## src/design/gb_pkg.sv

```systemverilog
/*
 * gb io package
 * shared widths, bus and select structs, address map and interrupt
 * constants for the handheld console system glue
 */
`default_nettype none

package gb_pkg;

	// -------------------- widths
	localparam int ADDR_W        = 16;
	localparam int DATA_W        = 8;
	localparam int IRQ_W         = 5;   // vblank, lcd, timer, serial, joypad
	localparam int KEY_W         = 4;   // P10..P13
	localparam int WRAM_ADDR_W   = 15;  // 32k, eight 4k banks
	localparam int HRAM_ADDR_W   = 7;   // 128 entries, ff80-fffe used
	localparam int WRAM_BANK_W   = 3;
	localparam int WRAM_WIN_W    = WRAM_ADDR_W - WRAM_BANK_W;  // 4k window
	localparam int SERIAL_DIV_W  = 9;
	localparam int SERIAL_BITS   = 8;
	localparam int SERIAL_CNT_W  = $clog2(SERIAL_BITS + 1);
	localparam int SERIAL_CYCLES = 4097;  // start write to irq

	// -------------------- types
	typedef logic [ADDR_W-1:0] addr_t;
	typedef logic [DATA_W-1:0] byte_t;
	typedef logic [IRQ_W-1:0] irq_vec_t;           // bit 0 vblank .. bit 4 joypad
	typedef logic [$clog2(IRQ_W)-1:0] irq_idx_t;
	typedef logic [KEY_W-1:0] keys_t;
	typedef logic [WRAM_BANK_W-1:0] wram_bank_t;

	typedef struct packed {
		addr_t addr;
		byte_t wdata;
		logic  wr;     // one cycle strobe
		logic  rd;     // one cycle strobe
	} cpu_bus_t;

	// one-hot, at most one bit per address
	typedef struct packed {
		logic joy;
		logic sb;
		logic sc;
		logic iflag;   // IF at ff0f
		logic ie;
		logic svbk;
		logic wram;
		logic hram;
	} io_sel_t;

	typedef struct packed {
		logic vblank;
		logic lcd;
		logic timer;
	} irq_events_t;

	// -------------------- address map
	localparam addr_t JOYP_ADDR = 16'hFF00;
	localparam addr_t SB_ADDR   = 16'hFF01;
	localparam addr_t SC_ADDR   = 16'hFF02;
	localparam addr_t IF_ADDR   = 16'hFF0F;
	localparam addr_t SVBK_ADDR = 16'hFF70;
	localparam addr_t HRAM_BASE = 16'hFF80;
	localparam addr_t IE_ADDR   = 16'hFFFF;
	localparam addr_t WRAM_BASE = 16'hC000;
	localparam addr_t WRAM_END  = 16'hFDFF;  // includes echo area

	// -------------------- interrupts
	localparam int IRQ_VBLANK = 0;
	localparam int IRQ_LCD    = 1;
	localparam int IRQ_TIMER  = 2;
	localparam int IRQ_SERIAL = 3;
	localparam int IRQ_JOYPAD = 4;

	localparam byte_t IRQ_VEC_BASE = 8'h40;
	localparam byte_t IRQ_VEC_STEP = 8'h08;
	localparam byte_t IRQ_VEC_NONE = 8'h55;  // nothing pending on ack

	localparam byte_t OPEN_BUS = 8'hFF;

	// divider reload so that 8 bit periods plus the irq cycle give SERIAL_CYCLES
	localparam logic [SERIAL_DIV_W-1:0] SERIAL_DIV_LAST =
		SERIAL_DIV_W'((SERIAL_CYCLES - 1) / SERIAL_BITS - 1);

endpackage

`default_nettype wire

```

## src/design/serial_port.sv

```systemverilog
/*
 * serial port, no link partner
 * SB and SC registers, internally clocked transfer timed by a divider
 * and bit counter, interrupt pulse at the end of the transfer
 */
`default_nettype none

module serial_port (
	input  logic             clk_cpu,
	input  logic             reset,
	input  gb_pkg::cpu_bus_t bus,
	input  logic             sel_sb,
	input  logic             sel_sc,
	output gb_pkg::byte_t    sb_do,
	output gb_pkg::byte_t    sc_do,
	output logic             serial_irq,
	output logic             sc_int_clock
);
	import gb_pkg::*;

	byte_t                   sb_q;
	logic                    sc_start;   // SC bit 7
	logic                    sc_clk_int; // SC bit 0
	logic [SERIAL_DIV_W-1:0] div_q;
	logic [SERIAL_CNT_W-1:0] bit_cnt;    // bits still to go
	logic                    running;
	logic                    bit_tick;

	assign running      = sc_start & sc_clk_int;  // external clock never arrives
	assign bit_tick     = running && (div_q == '0) && (bit_cnt != '0);
	assign sc_do        = {sc_start, 6'h3F, sc_clk_int};
	assign sb_do        = sb_q;
	assign sc_int_clock = sc_clk_int;

	// -------------------- SC and timing
	always_ff @(posedge clk_cpu) begin
		if (reset) begin
			sc_start   <= 1'b0;
			sc_clk_int <= 1'b0;
			div_q      <= SERIAL_DIV_LAST;
			bit_cnt    <= '0;
			serial_irq <= 1'b0;
		end else begin
			serial_irq <= 1'b0;
			if (bus.wr && sel_sc) begin
				sc_start   <= bus.wdata[7];
				sc_clk_int <= bus.wdata[0];
				div_q      <= SERIAL_DIV_LAST;  // restart the bit period
				bit_cnt    <= SERIAL_CNT_W'(SERIAL_BITS);
			end else if (running) begin
				div_q <= div_q - 1'b1;
				if (bit_tick) begin
					bit_cnt    <= bit_cnt - 1'b1;
					serial_irq <= (bit_cnt == SERIAL_CNT_W'(1));  // last bit out
				end
				if (serial_irq)
					sc_start <= 1'b0;  // done, same edge as IF
			end
		end
	end

	// SB shifts in the idle high line, ends as ff after a transfer
	always_ff @(posedge clk_cpu) begin
		if (reset)
			sb_q <= OPEN_BUS;
		else if (bus.wr && sel_sb)
			sb_q <= bus.wdata;
		else if (bit_tick)
			sb_q <= {sb_q[DATA_W-2:0], 1'b1};
	end

endmodule

`default_nettype wire

```

## config.mk

```make
export PLATFORM = sky130hd
export DESIGN_NAME = serial_port
export DESIGN_NICKNAME = d
export VERILOG_FILES = /design/src/design/gb_pkg.sv /design/src/design/serial_port.sv
export SDC_FILE = /design/constraint.sdc
export NUM_CORES = 1
export LEC_CHECK = 0
export ABC_AREA = 1
export BUFFER_PORTS_ARGS = -buffer_cell sky130_fd_sc_hd__buf_4
export CAP_MARGIN = 10
export CORE_MARGIN = 8
export CORE_UTILIZATION = 52
export CTS_BUF_LIST = sky130_fd_sc_hd__clkbuf_16
export DETAILED_ROUTE_END_ITERATION = 12
export PLACE_DENSITY = 0.91
export SETUP_SLACK_MARGIN = 0.2
export SLEW_MARGIN = 10
export SYNTH_ARGS = -nofsm -noshare
export SYNTH_HDL_FRONTEND = slang
export SYNTH_SLANG_ARGS = --single-unit
```

## constraint.sdc

```tcl
create_clock -name clk_cpu -period 3.6 [get_ports clk_cpu]
set_input_delay 0.36 -clock clk_cpu [delete_from_list [all_inputs] [get_ports clk_cpu]]
set_output_delay 0.36 -clock clk_cpu [all_outputs]
set_load 0.05 [all_outputs]
```

After elaboration in Yosys (flattened, before gate mapping)
Cells that the tools add are included.

word-level totals
  output and inout port bits = 18
  logic and storage cells = 36
  flip-flop bits (word level) = 24

operators by class
  muxes and demuxes = 8
  add/sub/neg operators = 2
  eq/ne operators = 1
  bitwise gates (word level) = 3
  reduce and logical (&&, ||, !) cells = 15

operator list
  kind                 count
  $mux 8               2
  $mux 4               3
  $logic_not 9->1      1
  $sub 9x1->9 const B  1
  $reduce_bool 2->1    4
  $reduce_and 2->1     3
  $eq 4x1->1 const B   1
  $logic_and 1x1->1    4
  $reduce_bool 4->1    1
  $reduce_or 4->1      1
  $sub 4x1->4 const B  1
  $mux 1               3
  $not 1->1            2
  $reduce_or 2->1      1
  $and 1x1->1          1

Longest topological paths before layout
  word-level depth = 6
  mapped depth = 10
  depth with buffers taken out = 10

Worst setup path after synthesis
Ideal clock, no wire load.

  path kind = register -> register
  start point = register sc_clk_int (netlist: sc_int_clock)
  end point = register bit_cnt[0]
  library setup time = 0.118 ns
  clock period less this slack = 1.543 ns
  required time = 3.482 ns
  buffers on the path = 0
  stages on the path, launching flop included = 8
  setup slack = 2.057 ns
  data arrival time = 1.425 ns
  cells stage by stage = dfxtp_1 > nand2_2 > clkinv_2 > nand2_4 > nor2_8 > nand2_4 > xor2_1 > nor2_2

between the ends
  cells in the longest elaborated chain, start to end = 4

ends and longest elaborated chain
  what                             line               source
  start: declaration               serial_port.sv:23  logic sc_clk_int;
  start signal: assignment         serial_port.sv:47  sc_clk_int <= bus.wdata[0];
  $and 1x1->1 *                    serial_port.sv:29  assign running = sc_start & sc_clk_int;
  $logic_and 1x1->1 (2 in series)  serial_port.sv:30  assign bit_tick = running && (div_q == '0) && (bit_cnt != '0);
  $reduce_and 2->1 (no line) *     n/a
  end signal: assignment           serial_port.sv:49  bit_cnt <= SERIAL_CNT_W'(SERIAL_BITS);
  end signal: assignment           serial_port.sv:53  bit_cnt <= bit_cnt - 1'b1;
  end: declaration                 serial_port.sv:25  logic [SERIAL_CNT_W-1:0] bit_cnt;

Mark *: on every way between the ends. The rest lies on a longest branch, timed or not.
A chain may end at the register's enable or synchronous reset.

Worst setup path in the final report
  start point = register bit_cnt[0]
  end point = register bit_cnt[0]

between the ends
  cells in the longest elaborated chain, start to end = 3
  elaborated cells on any way between the ends = 4
  those cells by class = add/sub (1); reduce/logical (3)

ends and longest elaborated chain
  what
  parallel branches: the longest is 3 deep, another holds $sub 4x1->4

Parallel ways; which one is timed is not known.

==> flow_metrics.py <==
metrics = {
    "status": {
        "status": "complete, no violations",
    },
    "timing": {
        "period_needed_ns": 1.529,
        "finalSetupViolCount": 0,
        "worstMarginPinSlew_ns": 0.5028,
        "holdWs_ns": 0.2596,
        "post-route-period-util_pct": 42.47,
        "slew_violations": 0,
        "rsz0062_at_grt": "no",
        "fmax_mhz": 654.1,
        "hold_viol": 0,
        "fin_skew_ns": 0.003103,
        "tns_ns": 0,
        "worst_slew_margin_rel_pct": 66.40,
    },
    "clock_tree": {
        "clock-root-buffer": "clkbuf_16",
        "cts.sinks": 24,
        "cts_resized": 0,
        "htreeDepth": 1,
        "clock_latency_ns": 0.26,
        "holdBufCountCts": 0,
        "cts_tree": "built",
        "post_cts_buffers": 0,
        "clkSlewWorstSetupHoldPaths_ns": 0.06,
        "clock_path_buffers": 2,
        "cts_buffers": 3,
    },
    "logic_synthesis": {
        "synth_top_family_by_area": "simple AND/OR/NAND/NOR gates",
        "synthAdderAreaFrac_pct": 3.964,
        "synth_xor_area_share_pct": 4.163,
        "yosysSeqAreaShare_pct": 38.06,
        "synth-seq-cells": 24,
        "synth_compound_area_share_pct": 8.424,
        "synth_area_leader_cell": "dfxtp_1",
        "yosys_warnings": 0,
        "yosysMostFrequentCell": "nand2_1",
        "synth_flop_cell": "dfxtp_1",
        "synth_area_per_cell_um2": 7.297,
        "synth_area_um2": 1262,
        "async_flop_share_pct": 0,
        "synth-simple-area-share_pct": 34.49,
        "ys_types": 24,
        "syn-instance-count": 173,
        "synth.top_cell.area_share_pct": 38.06,
        "ys_top_cells_by_count": "nand2_1, nand3_1, dfxtp_1",
        "muxShareOfSynthArea_pct": 0,
        "synthTopCellsByArea": "dfxtp_1, nand2_1, nand3_1",
        "synth-edff-count": 0,
    },
    "global_route": {
        "antenna_found_initial": 0,
        "grt_max_degree": 16,
        "grt_pass1_vias": 1042,
        "grt_pass1_wl_um": 4347,
        "grtUsageTotal_pct": 12.48,
        "overflow": 0,
    },
    "cells_and_area": {
        "postLayoutCoreUtil_pct": 63.21,
        "area_growth_pct": 19.52,
        "layout-drive-gt1-share_pct": 21.43,
        "diodes": 0,
        "final_nets": 231,
    },
    "floorplanning": {
        "coreArea_um2": 2387,
        "fp-row-count": 18,
        "fp.dieW_um": 65.27,
        "die_h_um": 65.27,
        "floorplan.initialDensity_pct": 52.88,
        "die_area_um2": 4260,
        "io_pins": 48,
    },
    "worst_setup_path": {
        "crit_fanout": 10,
        "r2r_end": "bit_cnt[0]",
        "start_kind": "register",
        "criticalPathCategory": "register to register",
        "cp.required_ns": 3.75,
        "cp_top_family": "flip-flops",
        "cp-end-kind": "register",
        "arrival_ns": 1.68,
        "reg2reg_depth": 6,
        "reg2reg_from": "bit_cnt[0]",
        "slowest_delay_ns": 0.37,
        "crit_chain": "inv_1, ha_1, a21oi_2, nand2_4, xor2_1, nor2_2",
        "critPathSlowestCell": "dfxtp_1",
        "reg2reg_slack_ns": 2.07,
        "critPathBufInv": 1,
    },
    "placement": {
        "numPortBuffers": 24,
        "gp_congestion": 0.7343,
        "place_hpwl_um": 1963,
    },
    "worst_hold_path": {
        "min_path_type": "primary input to register",
        "hold_path_end": "bit_cnt[3]",
        "hp-start": "reset",
        "hold_depth": 2,
    },
    "power_and_ir_drop": {
        "total_leakage_power_nw": 0.7568,
        "power_density_nw_per_um2": 411.4,
        "max-vdd-ir-drop_uv": 312.5,
    },
    "detailed_routing": {
        "first_pass_iters": 4,
        "antenna_left": 0,
        "vias": 1107,
        "drt_iter0_markers": 35,
        "routedWlPerCell_um": 11.39,
        "drc_errors": 0,
        "routed_via_density": 4.898,
        "wirelength_um": 2574,
    },
    "job": {
        "maxCapViolations": 0,
    },
}
per-stage QoR:
stage | setup WS, ns | std cells | power (W) | instance area, um^2
floorplan | 2.057 | 178 | 0.0003641 | 1281
global placement | 2.045 | 222 | 0.0003858 | 1430
detailed placement | 2.027 | 222 | 0.0003870 | 1430
CTS | 2.057 | 226 | 0.0006262 | 1509
global route | 1.933 | 226 | 0.0006442 | 1509
finish | 2.071 | 226 | 0.0006208 | 1509
cells in the final DEF (no fill, tap or decap):
cell type / netlist / final
a21oi_1: 7 / 7
a21oi_2: 2 / 2
buf_4: 8 / 24
clkbuf_16: 0 / 3
clkinv_1: 1 / 2
clkinv_2: 1 / 1
conb_1: 1 / 6
dfxtp_1: 24 / 24
ha_1: 4 / 4
inv_1: 15 / 15
nand2_1: 45 / 45
nand2_2: 2 / 2
nand2_4: 3 / 3
nand3_1: 25 / 25
nand4_1: 1 / 1
nor2_1: 10 / 10
nor2_2: 4 / 4
nor2_8: 1 / 1
o21ai_0: 9 / 9
o21ai_2: 1 / 1
or2_2: 1 / 1
xnor2_1: 1 / 1
xor2_1: 5 / 5
worst max path at each step:
stage          cells past startpoint         start    endpoint
2_1_floorplan                      7  sc_int_clock  bit_cnt[0]
3_3_place_gp                       7        bus[1]    sb_do[4]
3_5_place_dp                       7        bus[1]    sb_do[6]
6_report                           6    bit_cnt[0]  bit_cnt[0]
5_1_grt                            7    bit_cnt[0]    sb_do[0]
4_1_cts                            6    bit_cnt[0]  bit_cnt[0]
report_power, final:
group | leakage [nW] | switching (W) | internal (W)
Clock | 0.0385 | 0.0000911 | 0.000148
Sequential | 0.196 | 0.00000673 | 0.000274
Combinational | 0.522 | 0.0000702 | 0.0000305
area by class of cell:
class                      instances  area, um^2
clock inverter                     1       3.754
fill                             230       878.3
clock buffer                       3       75.07
sequential                        24       480.5
tap                               30       37.54
timing repair buffer              24       180.2
multi-input combinational        127       666.9
inverter                          17       65.06
cells by family (layout without fill, tap and decap cells):
logic type | after synthesis | after routing
simple gates | 92 | 92
buf+inv | 27 | 45
flops | 24 | 24
compound gates | 19 | 19
xor+xnor | 6 | 6
fa+ha+maj | 4 | 4
other cells | 1 | 6
per-layer routing:
layer  global-route usage (%)  routed length (um)  part of all wire [%]
met1                    12.65                1055                    41
met4                    4.905                  44                   1.7
met2                    23.37                1368                    53
met3                    3.571                 106                   4.1
met5                        0                   0                     0
registers in the layout, indices dropped and copies added, names as in the netlist:
name / cells
div_q: 9
sb_do: 8
bit_cnt: 4
sc_int_clock: 1
sc_start: 1
serial_irq: 1
No activity file was read; power rests on OpenSTA's default activity.
