--- src/design/gb_pkg.sv ---
/*
 * gb io package
 * shared widths, bus and select structs, address map and interrupt
 * constants for the handheld console system glue
 */
`default_nettype none

package gb_pkg;

	// -------------------- widths
	localparam int ADDR_W        = 16;
	localparam int DATA_W        = 8;
	localparam int IRQ_W         = 5;   // vblank, lcd, timer, serial, joypad
	localparam int KEY_W         = 4;   // P10..P13
	localparam int WRAM_ADDR_W   = 15;  // 32k, eight 4k banks
	localparam int HRAM_ADDR_W   = 7;   // 128 entries, ff80-fffe used
	localparam int WRAM_BANK_W   = 3;
	localparam int WRAM_WIN_W    = WRAM_ADDR_W - WRAM_BANK_W;  // 4k window
	localparam int SERIAL_DIV_W  = 9;
	localparam int SERIAL_BITS   = 8;
	localparam int SERIAL_CNT_W  = $clog2(SERIAL_BITS + 1);
	localparam int SERIAL_CYCLES = 4097;  // start write to irq

	// -------------------- types
	typedef logic [ADDR_W-1:0] addr_t;
	typedef logic [DATA_W-1:0] byte_t;
	typedef logic [IRQ_W-1:0] irq_vec_t;           // bit 0 vblank .. bit 4 joypad
	typedef logic [$clog2(IRQ_W)-1:0] irq_idx_t;
	typedef logic [KEY_W-1:0] keys_t;
	typedef logic [WRAM_BANK_W-1:0] wram_bank_t;

	typedef struct packed {
		addr_t addr;
		byte_t wdata;
		logic  wr;     // one cycle strobe
		logic  rd;     // one cycle strobe
	} cpu_bus_t;

	// one-hot, at most one bit per address
	typedef struct packed {
		logic joy;
		logic sb;
		logic sc;
		logic iflag;   // IF at ff0f
		logic ie;
		logic svbk;
		logic wram;
		logic hram;
	} io_sel_t;

	typedef struct packed {
		logic vblank;
		logic lcd;
		logic timer;
	} irq_events_t;

	// -------------------- address map
	localparam addr_t JOYP_ADDR = 16'hFF00;
	localparam addr_t SB_ADDR   = 16'hFF01;
	localparam addr_t SC_ADDR   = 16'hFF02;
	localparam addr_t IF_ADDR   = 16'hFF0F;
	localparam addr_t SVBK_ADDR = 16'hFF70;
	localparam addr_t HRAM_BASE = 16'hFF80;
	localparam addr_t IE_ADDR   = 16'hFFFF;
	localparam addr_t WRAM_BASE = 16'hC000;
	localparam addr_t WRAM_END  = 16'hFDFF;  // includes echo area

	// -------------------- interrupts
	localparam int IRQ_VBLANK = 0;
	localparam int IRQ_LCD    = 1;
	localparam int IRQ_TIMER  = 2;
	localparam int IRQ_SERIAL = 3;
	localparam int IRQ_JOYPAD = 4;

	localparam byte_t IRQ_VEC_BASE = 8'h40;
	localparam byte_t IRQ_VEC_STEP = 8'h08;
	localparam byte_t IRQ_VEC_NONE = 8'h55;  // nothing pending on ack

	localparam byte_t OPEN_BUS = 8'hFF;

	// divider reload so that 8 bit periods plus the irq cycle give SERIAL_CYCLES
	localparam logic [SERIAL_DIV_W-1:0] SERIAL_DIV_LAST =
		SERIAL_DIV_W'((SERIAL_CYCLES - 1) / SERIAL_BITS - 1);

endpackage

`default_nettype wire

--- src/design/interrupt_ctrl.sv ---
/*
 * interrupt controller
 * IE and IF registers, rising edge capture of the external events,
 * priority acknowledge with vector latch, active low irq to the cpu
 */
`default_nettype none

module interrupt_ctrl (
	input  logic                clk_cpu,
	input  logic                reset,
	input  gb_pkg::cpu_bus_t    bus,
	input  logic                sel_if,
	input  logic                sel_ie,
	input  logic                irq_ack,
	input  gb_pkg::irq_events_t events,
	input  logic                serial_irq,
	input  logic                joy_irq,
	output gb_pkg::byte_t       if_do,
	output gb_pkg::byte_t       ie_do,
	output gb_pkg::byte_t       vec_do,
	output logic                irq_n
);
	import gb_pkg::*;

	irq_vec_t    if_r;
	irq_vec_t    ie_r;
	irq_vec_t    pending;   // flagged and enabled
	irq_vec_t    raised;    // new requests this cycle
	irq_vec_t    ack_clr;
	irq_events_t ev_d;
	irq_events_t ev_dd;
	irq_events_t ev_rise;
	irq_idx_t    pend_idx;
	logic        pend_any;
	byte_t       vec_next;

	assign pending = if_r & ie_r;
	assign irq_n   = ~|pending;
	assign if_do   = {3'b111, if_r};
	assign ie_do   = {3'b000, ie_r};
	assign ev_rise = ev_d & ~ev_dd;  // low to high on a registered copy

	// -------------------- priority
	// lowest index wins, so scan down and keep the last hit
	always_comb begin
		pend_idx = '0;
		pend_any = 1'b0;
		for (int i = IRQ_W - 1; i >= 0; i--) begin
			if (pending[i]) begin
				pend_idx = irq_idx_t'(i);
				pend_any = 1'b1;
			end
		end
	end

	assign vec_next = pend_any ? IRQ_VEC_BASE + IRQ_VEC_STEP * byte_t'(pend_idx) : IRQ_VEC_NONE;
	assign ack_clr  = pend_any ? (irq_vec_t'(1) << pend_idx) : '0;

	always_comb begin
		raised             = '0;
		raised[IRQ_VBLANK] = ev_rise.vblank;
		raised[IRQ_LCD]    = ev_rise.lcd;
		raised[IRQ_TIMER]  = ev_rise.timer;
		raised[IRQ_SERIAL] = serial_irq;  // already a pulse
		raised[IRQ_JOYPAD] = joy_irq;
	end

	// -------------------- registers
	always_ff @(posedge clk_cpu) begin
		if (reset) begin
			if_r  <= '0;
			ie_r  <= '0;
			ev_d  <= '0;
			ev_dd <= '0;
		end else begin
			ev_d  <= events;
			ev_dd <= ev_d;
			if (bus.wr && sel_if)
				if_r <= bus.wdata[IRQ_W-1:0];       // cpu write replaces all
			else if (irq_ack)
				if_r <= (if_r & ~ack_clr) | raised;  // new event beats the clear
			else
				if_r <= if_r | raised;
			if (bus.wr && sel_ie)
				ie_r <= bus.wdata[IRQ_W-1:0];
		end
	end

	// vector held for the read back cycle
	always_ff @(posedge clk_cpu) begin
		if (irq_ack)
			vec_do <= vec_next;
	end

endmodule

`default_nettype wire

--- config.mk ---
export PLATFORM = sky130hd
export DESIGN_NAME = interrupt_ctrl
export DESIGN_NICKNAME = d
export VERILOG_FILES = /design/src/design/gb_pkg.sv /design/src/design/interrupt_ctrl.sv
export SDC_FILE = /design/constraint.sdc
export NUM_CORES = 1
export LEC_CHECK = 0
export ABC_AREA = 1
export BUFFER_PORTS_ARGS = -buffer_cell sky130_fd_sc_hd__buf_2
export CELL_PAD_IN_SITES_DETAIL_PLACEMENT = 0
export CELL_PAD_IN_SITES_GLOBAL_PLACEMENT = 1
export CORE_MARGIN = 3
export CORE_UTILIZATION = 26
export DETAILED_ROUTE_END_ITERATION = 10
export GPL_TIMING_DRIVEN = 0
export PLACE_DENSITY = 0.75
export SLEW_MARGIN = 30
export SYNTH_ARGS = -nofsm -noshare
export SYNTH_HDL_FRONTEND = slang
export SYNTH_SLANG_ARGS = --single-unit
--- constraint.sdc ---
create_clock -name clk_cpu -period 1.5 [get_ports clk_cpu]
set_clock_uncertainty 0.2 [all_clocks]
set_input_delay 0 -clock clk_cpu [delete_from_list [all_inputs] [get_ports clk_cpu]]
set_output_delay 0 -clock clk_cpu [all_outputs]
set_load 0.03 [all_outputs]
; ---- Word level (Yosys, flattened, before mapping)
; Cells that the tools add are included.
; Widths: inputs -> output; s select.
[totals]
regBits = 24
inputBits = 36
word_cells = 35
[op_classes]
addsub = 1
shifts = 1
muxes = 13
n_bitwise = 7
reduce_logical = 4
[op_table]
columns = op, count
row1 = $mux 3, 5
row2 = $mux 5, 3
row3 = $and 5x5->5, 2
row4 = $or 5x5->5, 2
row5 = $add 7x6->8 const A, 1
row6 = $mux 1, 5
row7 = $not 5->5, 1
row8 = $reduce_or 5->1, 1
row9 = $shl 1x3->5 const A, 1
row10 = $and 3x3->3, 1
row11 = $not 3->3, 1
row12 = $logic_and 1x1->1, 2
row13 = $logic_not 1->1, 1

; ---- Logic depth before layout (Yosys ltp)
[depth]
word_depth = 13
ltp_mapped = 8

; ---- Least setup slack after synthesis
; OpenSTA, ideal clock, no wires.
[synth_timing]
kind = reg2out
startpoint = reg if_r[2]
endpoint = out irq_n
t_arrival_ps = 1342
path_slack_ps = -42
stages_incl_launch_ff = 4
cell_sequence = dfxtp_1 > nand2_1 > nand2_2 > nor3_1
[synth_between]
elab_chain_len = 3
[synth_rtl]
columns = element, line
row1 = "start, declared", interrupt_ctrl.sv:25  ; irq_vec_t if_r;
row2 = "start signal, assigned", interrupt_ctrl.sv:79  ; if_r <= bus.wdata[IRQ_W-1:0];
row3 = "start signal, assigned", interrupt_ctrl.sv:81  ; if_r <= (if_r & ~ack_clr) | raised;
row4 = "start signal, assigned", interrupt_ctrl.sv:83  ; if_r <= if_r | raised;
row5 = $and 5x5->5, interrupt_ctrl.sv:37  ; assign pending = if_r & ie_r;
row6 = $reduce_or 5->1, interrupt_ctrl.sv:38  ; assign irq_n = ~|pending;
row7 = $logic_not 1->1, interrupt_ctrl.sv:38
row8 = "end, declared", interrupt_ctrl.sv:21  ; output logic irq_n
; No other way between the ends.

; ---- Worst setup path in the final report
; Ends and elaborated chain as after synthesis.

==> impl_metrics.tcl <==
set metrics [dict create \
    outcome "complete, no violations" \
    synth_fa_ha_area_share_pct 0 \
    timing.final.hold_violations 0 \
    cp.arrival_ps 1220 \
    die_height_um 64.2 \
    die_area_um2 4120 \
    synth_simple_gate_area_share_pct 21.9 \
    initial_core_util_pct 27.9 \
    fin_crit_sh_pct 94.7 \
    setup_viol 0 \
    multiInputGateArea_um2 337 \
    synth_top_family_by_area "simple AND/OR/NAND/NOR gates" \
    postSynthAreaPerCell_um2 7.80 \
    drtPass1Iterations 4 \
    power.density_cell_area_nw_per_um2 870 \
    ys_seq_elements 20 \
    cts-buffers-inserted 3 \
    cts_post_setup_buffers_inserted 0 \
    postSynthCellCount 113 \
    worstPathMaxFanout 4 \
    timing.critical_path.cells "nand2_1 > nand2_2 > nor3_2 > buf_2" \
    synth-main-ff-cell "sky130_fd_sc_hd__dfxtp_1" \
    synth.yosys.seq_area_share_pct 50.0 \
    timing.max_cap.violations 0 \
    placement.setup.worst_slack_ps 250 \
    clockRootBuffer "sky130_fd_sc_hd__clkbuf_4" \
    via_count 846 \
    die_width_um 64.2 \
    cpMaxStageDelayCell "sky130_fd_sc_hd__dfxtp_1" \
    ios 61 \
    worstHoldPathType "flop to flop" \
    antenna_found_initial 0 \
    cts.clk_slew.worst_paths_ps 110 \
    final_core_util_pct 42.1 \
    worst-endpoint-required_ps 1300 \
    final.setup.worst_slack_ps 79.3 \
    layout.filler_cells 351 \
    ys_async_sr_fraction_pct 0 \
    clock_tree.htree_level_count 1 \
    cts_tree "yes" \
    port-buffer-count 31 \
    timing.critical_path.slowest_cell_delay_ps 340 \
    number_of_design_rule_violations_left_by_the_first_detailed_router_iteration 23 \
    rsz_0062_raised_after_global_routing "no" \
    via_count_of_the_first_global_routing_pass 808 \
    synth.top_cells.by_area "sky130_fd_sc_hd__dfxtp_1, sky130_fd_sc_hd__edfxtp_1, sky130_fd_sc_hd__nor2_1, sky130_fd_sc_hd__buf_4, sky130_fd_sc_hd__o21ai_0" \
    synth.cells.most_frequent "sky130_fd_sc_hd__nor2_1, sky130_fd_sc_hd__dfxtp_1, sky130_fd_sc_hd__inv_1" \
    grt_start_max_net_pins 12 \
    sequential_cell_area_um2 440 \
    top_cell_type_s_share_of_synthesized_area_pct 36.4 \
    total_leakage_power_uw 0.000678 \
    placement_rows 20 \
    post-dp-hpwl_mm 1.57 \
    cell_with_the_most_instances_after_synthesis "sky130_fd_sc_hd__nor2_1" \
    grt_overflow 0 \
    yosys_warnings 0 \
    grt_util_all_layers_pct 10.4 \
    clock_sinks 20 \
    period_needed_ps 1420 \
    wl_mm 2.07 \
    worstSetupStartpointType "flop" \
    clock_tree.buffer_depth 2 \
    yosys-mux-area-fraction_pct 0 \
    class_of_the_most_critical_setup_path "flop to primary output" \
    fmax_ghz 0.704 \
    setup.worst_path.end_class "primary output" \
    detail_route.drc_violations 0 \
    detail_route.vias_per_cell 3.90 \
    setup_tns_ps 0 \
    synth_xor_xnor_area_share_pct 0 \
    finalWeightedCongestion 0.753 \
    fin_nets 210 \
    drv_slew 0 \
    final_layout_size_suffix_gt1_share_pct 30.1 \
    mappedNetlistArea_um2 881 \
    post_synth_num_cell_types 18 \
    layout-area-overhead-vs-synth_pct 50.9 \
    synth_edf_count 4 \
    core_area_um2 3150 \
    avgRoutedWirePerCell_um 9.53 \
    grt_first_pass_wirelength_mm 3.39 \
    peakVddDrop_uv 587 \
    synth_compound_area_share_pct 11.9 \
    synth_top_area_cell "sky130_fd_sc_hd__dfxtp_1" \
    antenna_violating_nets_post_route 0 \
    clkLatencyLatePin_ps 290 \
    antenna_cells_inserted 0 \
]
through the flow:
| step | instances | total power, uW | hold slack, ps | instance area (um2) |
|---|---|---|---|---|
| finish | 217 | 1160 | 232 | 1330 |
| global route | 217 | 1220 | 250 | 1330 |
| CTS | 217 | 1170 | 235 | 1330 |
| detailed placement | 195 | 881 | 8.00 | 1120 |
| global placement | 195 | 875 | 0.245 | 1120 |
| floorplan | 120 | 804 | -129 | 912 |
flip-flops by register name, indices dropped and copies added, names as in the netlist:
name and count:
ie_r 5, ev_dd 3, if_r 5, vec_do 4, ev_d 3
worst max-delay path: cells and delay by family (launching register included):
family / cells / cell delay (ps)
DFF: 1 / 340
buffers and inverters: 1 / 210
and+or+nand+nor: 3 / 380
logic make-up after synthesis:
group	count (synthesis)
AOI/OAI and AO/OA	20
buffers and inverters	26
DFF	20
other	2
and+or+nand+nor	45
final timing paths:
check,slack (ps),start,cells past startpoint,end
worst min register to register,230,ev_d[0]$_SDFF_PP0_,2,ev_dd[0]$_SDFF_PP0_
worst max-delay path,80,if_r[2]$_SDFF_PP0_,4,irq_n
worst max register to register,240,if_r[2]$_SDFF_PP0_,6,if_r[4]$_SDFF_PP0_
worst min-delay path,230,ev_d[0]$_SDFF_PP0_,2,ev_dd[0]$_SDFF_PP0_
layer usage:
metal  up-vias  part of all wire, %  global-route usage (%)  wire (um)
li1        456                    -                       -          -
met1       361                   42                    10.6        871
met2        27                   50                    19.7       1030
met3         2                  7.9                    4.22        163
met4         0                 0.39                    2.37          8
met5         -                    0                       0          0
power by group:
part / internal (uW) / switching [uW] / leakage, uW / total [uW]
sequential: 585 / 20.9 / 0.000170 / 605
combinational: 115 / 182 / 0.000493 / 297
clock: 103 / 151 / 0.0000150 / 254
total: 803 / 353 / 0.000678 / 1160
cell usage in the layout, fill, tap and decap left out:
master                          instances
sky130_fd_sc_hd__nand4_1                1
sky130_fd_sc_hd__a21oi_1                5
sky130_fd_sc_hd__conb_1                 9
sky130_fd_sc_hd__clkbuf_4               3
sky130_fd_sc_hd__o21ai_0               12
sky130_fd_sc_hd__edfxtp_1               4
sky130_fd_sc_hd__nand2_2                4
sky130_fd_sc_hd__clkbuf_1               1
sky130_fd_sc_hd__dlygate4sd3_1         18
sky130_fd_sc_hd__a31oi_1                1
sky130_fd_sc_hd__nand2_4                1
sky130_fd_sc_hd__nor3_1                 1
sky130_fd_sc_hd__nand2_1               12
sky130_fd_sc_hd__buf_2                 31
sky130_fd_sc_hd__buf_4                 10
sky130_fd_sc_hd__inv_1                 15
sky130_fd_sc_hd__a21oi_2                1
sky130_fd_sc_hd__nor2_1                24
sky130_fd_sc_hd__o21ai_1                1
sky130_fd_sc_hd__nand3_1                1
sky130_fd_sc_hd__nor3_2                 1
sky130_fd_sc_hd__inv_2                  1
sky130_fd_sc_hd__dfxtp_1               16
what timing repair did:
item / in CTS / in global routing
hold buffers: 18 / 0
gates resized for setup: 0 / 0
endpoints found under the setup margin: 0 / 0
endpoints found under the hold margin: 20 / 0
cell type report:
| class | count | area share [%] |
|---|---|---|
| plain buffers | 10 | 5.65 |
| inverters | 16 | 4.52 |
| clock buffers | 4 | 1.98 |
| flip-flops and latches | 20 | 33.1 |
| well taps | 44 | 4.14 |
| multi-input cells | 74 | 25.3 |
| repair buffers | 49 | 25.2 |
No activity file was read; power rests on OpenSTA's default activity.
