===== config.mk =====
export PLATFORM = sky130hd
export DESIGN_NAME = joypad
export DESIGN_NICKNAME = d
export VERILOG_FILES = /design/src/design/gb_pkg.sv /design/src/design/joypad.sv
export SDC_FILE = /design/constraint.sdc
export NUM_CORES = 1
export LEC_CHECK = 0
export BUFFER_PORTS_ARGS = -buffer_cell sky130_fd_sc_hd__clkbuf_2
export CORE_MARGIN = 8
export CORE_UTILIZATION = 34
export DETAILED_ROUTE_END_ITERATION = 8
export GPL_ROUTABILITY_DRIVEN = 0
export HOLD_SLACK_MARGIN = 0.03
export PLACE_DENSITY_LB_ADDON = 0.2
export SYNTH_ARGS = -nofsm -noshare
export SYNTH_HDL_FRONTEND = slang
export SYNTH_SLANG_ARGS = --single-unit

===== constraint.sdc =====
create_clock -name clk_cpu -period 1.51 [get_ports clk_cpu]
set_input_delay 0.151 -clock clk_cpu [delete_from_list [all_inputs] [get_ports clk_cpu]]
set_output_delay 0.151 -clock clk_cpu [all_outputs]
set_load 0.005 [all_outputs]

===== src/design/gb_pkg.sv =====
/*
 * gb io package
 * shared widths, bus and select structs, address map and interrupt
 * constants for the handheld console system glue
 */
`default_nettype none

package gb_pkg;

	// -------------------- widths
	localparam int ADDR_W        = 16;
	localparam int DATA_W        = 8;
	localparam int IRQ_W         = 5;   // vblank, lcd, timer, serial, joypad
	localparam int KEY_W         = 4;   // P10..P13
	localparam int WRAM_ADDR_W   = 15;  // 32k, eight 4k banks
	localparam int HRAM_ADDR_W   = 7;   // 128 entries, ff80-fffe used
	localparam int WRAM_BANK_W   = 3;
	localparam int WRAM_WIN_W    = WRAM_ADDR_W - WRAM_BANK_W;  // 4k window
	localparam int SERIAL_DIV_W  = 9;
	localparam int SERIAL_BITS   = 8;
	localparam int SERIAL_CNT_W  = $clog2(SERIAL_BITS + 1);
	localparam int SERIAL_CYCLES = 4097;  // start write to irq

	// -------------------- types
	typedef logic [ADDR_W-1:0] addr_t;
	typedef logic [DATA_W-1:0] byte_t;
	typedef logic [IRQ_W-1:0] irq_vec_t;           // bit 0 vblank .. bit 4 joypad
	typedef logic [$clog2(IRQ_W)-1:0] irq_idx_t;
	typedef logic [KEY_W-1:0] keys_t;
	typedef logic [WRAM_BANK_W-1:0] wram_bank_t;

	typedef struct packed {
		addr_t addr;
		byte_t wdata;
		logic  wr;     // one cycle strobe
		logic  rd;     // one cycle strobe
	} cpu_bus_t;

	// one-hot, at most one bit per address
	typedef struct packed {
		logic joy;
		logic sb;
		logic sc;
		logic iflag;   // IF at ff0f
		logic ie;
		logic svbk;
		logic wram;
		logic hram;
	} io_sel_t;

	typedef struct packed {
		logic vblank;
		logic lcd;
		logic timer;
	} irq_events_t;

	// -------------------- address map
	localparam addr_t JOYP_ADDR = 16'hFF00;
	localparam addr_t SB_ADDR   = 16'hFF01;
	localparam addr_t SC_ADDR   = 16'hFF02;
	localparam addr_t IF_ADDR   = 16'hFF0F;
	localparam addr_t SVBK_ADDR = 16'hFF70;
	localparam addr_t HRAM_BASE = 16'hFF80;
	localparam addr_t IE_ADDR   = 16'hFFFF;
	localparam addr_t WRAM_BASE = 16'hC000;
	localparam addr_t WRAM_END  = 16'hFDFF;  // includes echo area

	// -------------------- interrupts
	localparam int IRQ_VBLANK = 0;
	localparam int IRQ_LCD    = 1;
	localparam int IRQ_TIMER  = 2;
	localparam int IRQ_SERIAL = 3;
	localparam int IRQ_JOYPAD = 4;

	localparam byte_t IRQ_VEC_BASE = 8'h40;
	localparam byte_t IRQ_VEC_STEP = 8'h08;
	localparam byte_t IRQ_VEC_NONE = 8'h55;  // nothing pending on ack

	localparam byte_t OPEN_BUS = 8'hFF;

	// divider reload so that 8 bit periods plus the irq cycle give SERIAL_CYCLES
	localparam logic [SERIAL_DIV_W-1:0] SERIAL_DIV_LAST =
		SERIAL_DIV_W'((SERIAL_CYCLES - 1) / SERIAL_BITS - 1);

endpackage

`default_nettype wire


===== src/design/joypad.sv =====
/*
 * joypad
 * P1 line select register, key read back and falling edge
 * interrupt request through a two stage synchronizer
 */
`default_nettype none

module joypad (
	input  logic             clk_cpu,
	input  logic             reset,
	input  gb_pkg::cpu_bus_t bus,
	input  logic             sel_joy,
	input  gb_pkg::keys_t    joy_din,
	output gb_pkg::byte_t    joy_do,
	output logic [1:0]       joy_p54,
	output logic             joy_irq
);
	import gb_pkg::*;

	keys_t key_s1;   // sync stages, keys idle high
	keys_t key_s2;
	keys_t key_old;

	assign joy_do = {2'b11, joy_p54, joy_din};

	always_ff @(posedge clk_cpu) begin
		if (reset)
			joy_p54 <= 2'b11;  // nothing selected
		else if (bus.wr && sel_joy)
			joy_p54 <= bus.wdata[5:4];
	end

	always_ff @(posedge clk_cpu) begin
		if (reset) begin
			key_s1  <= '1;
			key_s2  <= '1;
			key_old <= '1;
			joy_irq <= 1'b0;
		end else begin
			key_s1  <= joy_din;
			key_s2  <= key_s1;
			key_old <= key_s2;
			joy_irq <= |(key_old & ~key_s2);  // any line 1 -> 0
		end
	end

endmodule

`default_nettype wire


# == After elaboration in Yosys (flattened, before gate mapping) ==
# Cells that the tools add are included.
# word_totals
register_bits,15
output_inout_bits,11
elab_cells,9
# op_classes
bitwise,2
reduce_logical,2
# ops
operator,count
AND 4 bit,1
inverter 4 bit,1
OR reduction 4 bit,1
logical AND 1 bit,1

# == Logic depth before layout (Yosys ltp) ==
# Gate-level depths: netlist of the first run.
# logic_depth
ltp_word,3
mapped_depth,2
depth_no_buf,2

# == Worst setup path before layout of the first run ==
# OpenSTA, ideal clock, no wires.
# synth_path
path_kind,input to register
from,input port bus[1] (netlist name)
to,register joy_p54[0]
setup_ns,0.120
t_arrival_ns,0.549
t_required_ns,1.390
slack_ns,0.841
stages,2
n_path_buf,0
path_cell_list,and3_1 a211o_1
# synth_between
elab_chain_cells,1
# synth_rtl
element,line,source
"start, declared",joypad.sv:11,"input gb_pkg::cpu_bus_t bus,"
logical AND 1 bit,joypad.sv:29,else if (bus.wr && sel_joy)
"end signal, assigned",joypad.sv:30,joy_p54 <= bus.wdata[5:4];
"end, declared",joypad.sv:15,"output logic [1:0] joy_p54,"
# No other way between the ends.
# A chain may end at the register's enable or synchronous reset.

# == Worst setup path in the final report of the first run ==
# layout_path
from,register joy_p54[1]
to,output port joy_p54[1]
# No word-level cell between the ends.

==> qor.yml, run 1 <==
rsz0062_at_grt: "false"
h-tree-depth: 1
netlist_instances: 47
slowest_delay_ns: 0.36
layout_common_cells: "18 x clkbuf_2, 15 x dfxtp_1, 7 x or2_1"
grt_pass1_vias: 320
fillers: 162
synth_cell_types: 11
num_io_pins: 44
antenna_left: 0
antenna_found_initial: 0
postSynthAreaPerCell_um2: 10.9
setup_viol_count_final: 0
worst_path_max_delay_cell: "dfxtp_1"
insertion_delay_ns: 0.27
path_clk_slew_ns: 0.08
coreArea_mm2: 0.00145
syn-cell-area_um2: 512
initial_core_util_pct: 35.2
final_common_cell: "clkbuf_2"
antennaDiodeCount: 0
critPathTopFamily: "flip-flops"
post-route-period-util_pct: 60.0
drt_iter0_drc: 5
crit_buf_inv: 1
final_nets: 95
setup_tns_ns: 0
yosysWarnings: 0
num_vias: 318
io_buffers: 18
drive_above_1_share_pct: 42.6
p_sw_share_pct: 20.9
timing.hold.ws_ns: 0.0673
dpl_cell_area_um2: 561
stdcell_area_um2: 587
path_class: "register to output pin"
cts_buffers: 3
clock_tree.root_cell: "clkbuf_4"
vias_per_cell: 4.13
p_leak_nw: 0.266
status: "finished clean"
cts_tree: "built"
vdd.ir_drop.worst_uv: 467
grt_start_max_net_pins: 16
clk_path_buf_depth: 2
drt_pass1_iterations: 2
crit_required_ns: 1.36
maxSlewViolCount: 0
rows: 14
skew_ns: 0.00176
clkPwrFrac_pct: 31.8
die_x_um: 54.8
end_kind: "output pin"
min_period_ns: 0.906
cts_setup_buffers: 0
cts.sinks: 15
cts_repair_resize_count: 0
stdcell_count: 77
drc: 0
path_cells: "clkbuf_2"
combPwrFrac_pct: 7.6
wire_per_inst_um: 9.19
cellPowerDensity_mw_per_mm2: 1180
regArea_um2: 300
holdBufCountCts: 0
critPathMaxFanout: 3
hp-class: "input port to register"
final-hold-violation-count: 0
intPower_w: 0.000547
cp-start-kind: "register"
die_h_um: 54.8
grt_pass1_wl_mm: 1.27
pwr-share-seq_pct: 60.6
drv_cap: 0
place_hpwl_um: 547
area_growth_pct: 14.7
multiInputGateArea_um2: 150
drt_wl_total_um: 708
synth-seq-cells: 15
max_freq_ghz: 1.10
dieArea_mm2: 0.00300
overflow: 0
dp.cells: 73
critPathArrivalTime_ns: 0.75
p_sw_w: 0.000145
ys_seq_area_share_pct: 58.7
grt_usage_pct: 6.16
[power groups by stage]
| stage | Sequential, W | Combinational, W | Clock, W |
|---|---|---|---|
| 6_report | 0.000419 | 0.0000525 | 0.000220 |
| 5_1_grt | 0.000422 | 0.0000597 | 0.000260 |
| 4_1_cts | 0.000420 | 0.0000541 | 0.000233 |
| 3_5_place_dp | 0.000429 | 0.0000539 | 0 |
| 3_3_place_gp | 0.000428 | 0.0000535 | 0 |
| 2_1_floorplan | 0.000429 | 0.0000392 | 0 |
[stage by stage]
step / utilization [%] / power (W) / setup WS, ns
after floorplan: - / 0.000468 / 0.841
after global placement: 38.6 / 0.000482 / 0.719
after detailed placement: 38.6 / 0.000483 / 0.718
after CTS: 40.4 / 0.000707 / 0.579
after global routing: 40.4 / 0.000741 / 0.539
final: 40.4 / 0.000691 / 0.604
[kinds of logic after synthesis]
| family | after synthesis | synth area share, % |
|---|---|---|
| buffers and inverters | 9 | 12.7 |
| AO/OA/AOI/OAI | 3 | 5.14 |
| flip-flops | 15 | 58.7 |
| AND/OR/NAND/NOR | 19 | 22.7 |
| other | 1 | 0.733 |
[layout make-up]
cell class,count,share of cell area (%)
clock buffers,4,4.48
multi-input cells,24,25.6
flip-flops and latches,15,51.2
repair buffers,18,15.4
well taps,16,3.41
[synthesized netlist by cell type, drive strengths merged]
master	n	area, µm²
or2	12	75.1
buf	9	65.1
nand2b	4	25.0
conb	1	3.75
a211o	2	17.5
a41oi	1	8.76
nand2	1	3.75
and3	2	12.5
dfxtp	15	300
[worst paths after layout]
| check | from | end | slack (ns) | depth (start not counted) |
|---|---|---|---|---|
| max | joy_p54[1] | joy_p54[1] | 0.60 | 1 |
| min | joy_din[1] | key_s1[1] | 0.07 | 2 |
| max reg2reg | key_s2[2] | joy_irq | 0.80 | 2 |
| min reg2reg | key_s1[1] | key_s2[1] | 0.41 | 1 |
[registers in the layout, summed over array words and instances, names as in the netlist]
| name | count |
|---|---|
| key_old | 4 |
| key_s1 | 4 |
| key_s2 | 4 |
| joy_p54 | 2 |
| joy_irq | 1 |
[layer usage]
layer  part of all wire [%]  track usage [%]  vias up
met5                      0                0        -
met3                    7.3             3.53        2
met1                     46             6.26      135
met4                   0.85             6.15        0
met2                     46             8.49       11
li1                       -                -      170
(Power assumes the default switching activity.)
==> run 2, diff against run 1 <==
--- a/config.mk
+++ b/config.mk
@@ -7,7 +7,7 @@
 export LEC_CHECK = 0
 export BUFFER_PORTS_ARGS = -buffer_cell sky130_fd_sc_hd__clkbuf_2
 export CORE_MARGIN = 8
-export CORE_UTILIZATION = 34
+export CORE_UTILIZATION = 32
 export DETAILED_ROUTE_END_ITERATION = 8
 export GPL_ROUTABILITY_DRIVEN = 0
 export HOLD_SLACK_MARGIN = 0.03
==> constraint.sdc (replaced) <==
create_clock -name clk_cpu -period 0.8 [get_ports clk_cpu]
set_input_delay 0.08 -clock clk_cpu [delete_from_list [all_inputs] [get_ports clk_cpu]]
set_output_delay 0.08 -clock clk_cpu [all_outputs]
set_load 0.005 [all_outputs]
==> qor.yml, run 2 (synthesized netlist as in run 1, its figures left out) <==
h-tree-depth: 1  # unchanged
place_hpwl_um: 567  # was 547 µm
antenna_found_initial: 0  # unchanged
num_io_pins: 44  # unchanged
dp.cells: 73  # unchanged
cts_buffers: 3  # unchanged
combPwrFrac_pct: 8.0  # was 7.6%
timing.hold.ws_ns: 0.000249  # was 0.0673 ns
grt_pass1_vias: 386  # was 320
clk_path_buf_depth: 2  # unchanged
p_sw_share_pct: 20.2  # was 20.9%
coreArea_mm2: 0.00151  # was 0.00145 mm²
initial_core_util_pct: 34.0  # was 35.2%
min_period_ns: 0.805
r2r_start: "key_s2[2]"  # unchanged
path_class: "input port to register"  # was register to output pin
cellPowerDensity_mw_per_mm2: 2170  # was 1180 mW/mm²
grt_start_max_net_pins: 16  # unchanged
antenna_left: 0  # unchanged
p_sw_w: 0.000263  # was 0.000145 W
layout_common_cells: "17 x clkbuf_2, 13 x dfxtp_1, 7 x or2_1"  # was 18 x clkbuf_2, 15 x dfxtp_1, 7 x or2_1
rows: 14  # unchanged
cts_setup_buffers: 0  # unchanged
skew_ns: 0.00442  # was 0.00176 ns
maxSlewViolCount: 0  # unchanged
final_common_cell: "clkbuf_2"  # unchanged
die_h_um: 56.0  # was 54.8 µm
r2r_slack_ns: 0.11  # was 0.80 ns
crit_start: "joy_din[1]"  # was joy_p54[1]
grt_usage_pct: 5.47  # was 6.16%
max_freq_ghz: 1.24
vias_per_cell: 4.12  # was 4.13
hp-class: "input port to register"  # unchanged
critPathMaxFanout: 2  # was 3
drt_pass1_iterations: 4  # was 2
worst-r2r-cell-count: 2  # unchanged
post-route-period-util_pct: 101
num_vias: 321  # was 318
dieArea_mm2: 0.00313  # was 0.00300 mm²
clock_tree.root_cell: "clkbuf_4"  # unchanged
crit_required_ns: 0.96  # was 1.36 ns
wire_per_inst_um: 9.63  # was 9.19 µm
area_growth_pct: 17.1  # was 14.7%
final_nets: 96  # was 95
intPower_w: 0.00104  # was 0.000547 W
cts_tree: "built"  # unchanged
insertion_delay_ns: 0.27  # about the same
end_kind: "register"  # was output pin
die_x_um: 56.0  # was 54.8 µm
drive_above_1_share_pct: 45.2  # was 42.6%
drc: 0  # unchanged
vdd.ir_drop.worst_uv: 768  # was 467 µV
overflow: 0  # unchanged
violations: "setup timing"
cp-start-kind: "input port"  # was register
stdcell_count: 78  # was 77
crit-reg2reg-capture: "joy_irq"  # unchanged
status: "finished with violations"  # was finished clean
antennaDiodeCount: 0  # unchanged
timing.critical_path.to: "key_s1[1]"  # was joy_p54[1]
clkPwrFrac_pct: 31.0  # was 31.8%
drv_cap: 0  # unchanged
setup_ws_ns: -0.00541  # was 0.604 ns
setup_viol_count_final: 1  # was 0
path_clk_slew_ns: 0.08  # about the same
final-hold-violation-count: 0  # unchanged
cts.sinks: 15  # unchanged
p_leak_nw: 0.270  # was 0.266 nW
rsz0062_at_grt: "true"  # was false
drt_iter0_drc: 3  # was 5
io_buffers: 18  # unchanged
pwr-share-seq_pct: 61.0  # was 60.6%
drt_wl_total_um: 751  # was 708 µm
top_regs: "key_old x4, key_s1 x4, key_s2 x4"  # unchanged
grt_pass1_wl_mm: 1.41  # was 1.27 mm
holdBufCountCts: 3  # was 0
critPathArrivalTime_ns: 0.97  # was 0.75 ns
-- run 2: cell types whose count changed in the layout (fill, tap and decap cells not counted), sizes merged --
cell	change
buf	+1
clkbuf	-1
dlygate4sd3	+1
-- run 2: stage by stage --
step / setup slack [ns] / instance area, µm² / util [%] / power, W / TNS, ns
after floorplan: 0.134 / 515 / - / 0.000883 / 0
after global placement: 0.0818 / 561 / 37.2 / 0.000910 / 0
after detailed placement: 0.0799 / 561 / 37.2 / 0.000912 / 0
after CTS: -0.0202 / 619 / 41.1 / 0.00134 / -0.0625
after global routing: -0.0434 / 599 / 39.8 / 0.00139 / -0.155
final: -0.00541 / 599 / 39.8 / 0.00130 / -0.00541
-- run 2: what timing repair did --
| item | 4_1_cts | 5_1_grt |
|---|---|---|
| endpoints found under the hold margin | 4 | 3 |
| gates resized for setup | 2 | 1 |
| setup endpoints to repair | 4 | 7 |
-- run 2: how the worst min path moves through the flow --
stage               slack, ns  cells after the start        from        end
floorplan                0.18                      1  joy_din[0]  key_s1[0]
global placement         0.28                      2  joy_din[3]  key_s1[3]
detailed placement       0.28                      2  joy_din[3]  key_s1[3]
CTS                    -0.004                      2  joy_din[0]  key_s1[0]
global route            0.004                      2  joy_din[0]  key_s1[0]
finish                 0.0002                      2  joy_din[3]  key_s1[3]
-- run 2: final cells by class --
cell class	instances	area, µm²
well taps	16	20.0
flip-flops and latches	15	303
fillers	154	907
clock buffers	4	26.3
multi-input cells	24	150
repair buffers	19	100
-- run 2: layer usage --
metal / up-vias / routed length, µm / GRT usage [%]
li1: 168 / - / -
met1: 142 / 327 / 4.89
met2: 11 / 366 / 9.35
met3: 0 / 57 / 2.51
met4: 0 / 0 / 4.12
met5: - / 0 / 0
-- run 2: power groups by stage --
stage,sequential (W),clock [W],combinational (W)
3_3_place_gp,0.000809,0,0.000101
3_5_place_dp,0.000810,0,0.000102
2_1_floorplan,0.000809,0,0.0000739
6_report,0.000793,0.000403,0.000103
5_1_grt,0.000799,0.000472,0.000118
4_1_cts,0.000794,0.000436,0.000113
-- run 2: critical path, stage by stage --
cell and delay, ns:
clkbuf_2 0.09, dlygate4sd3_1 0.54, or2_2 0.26
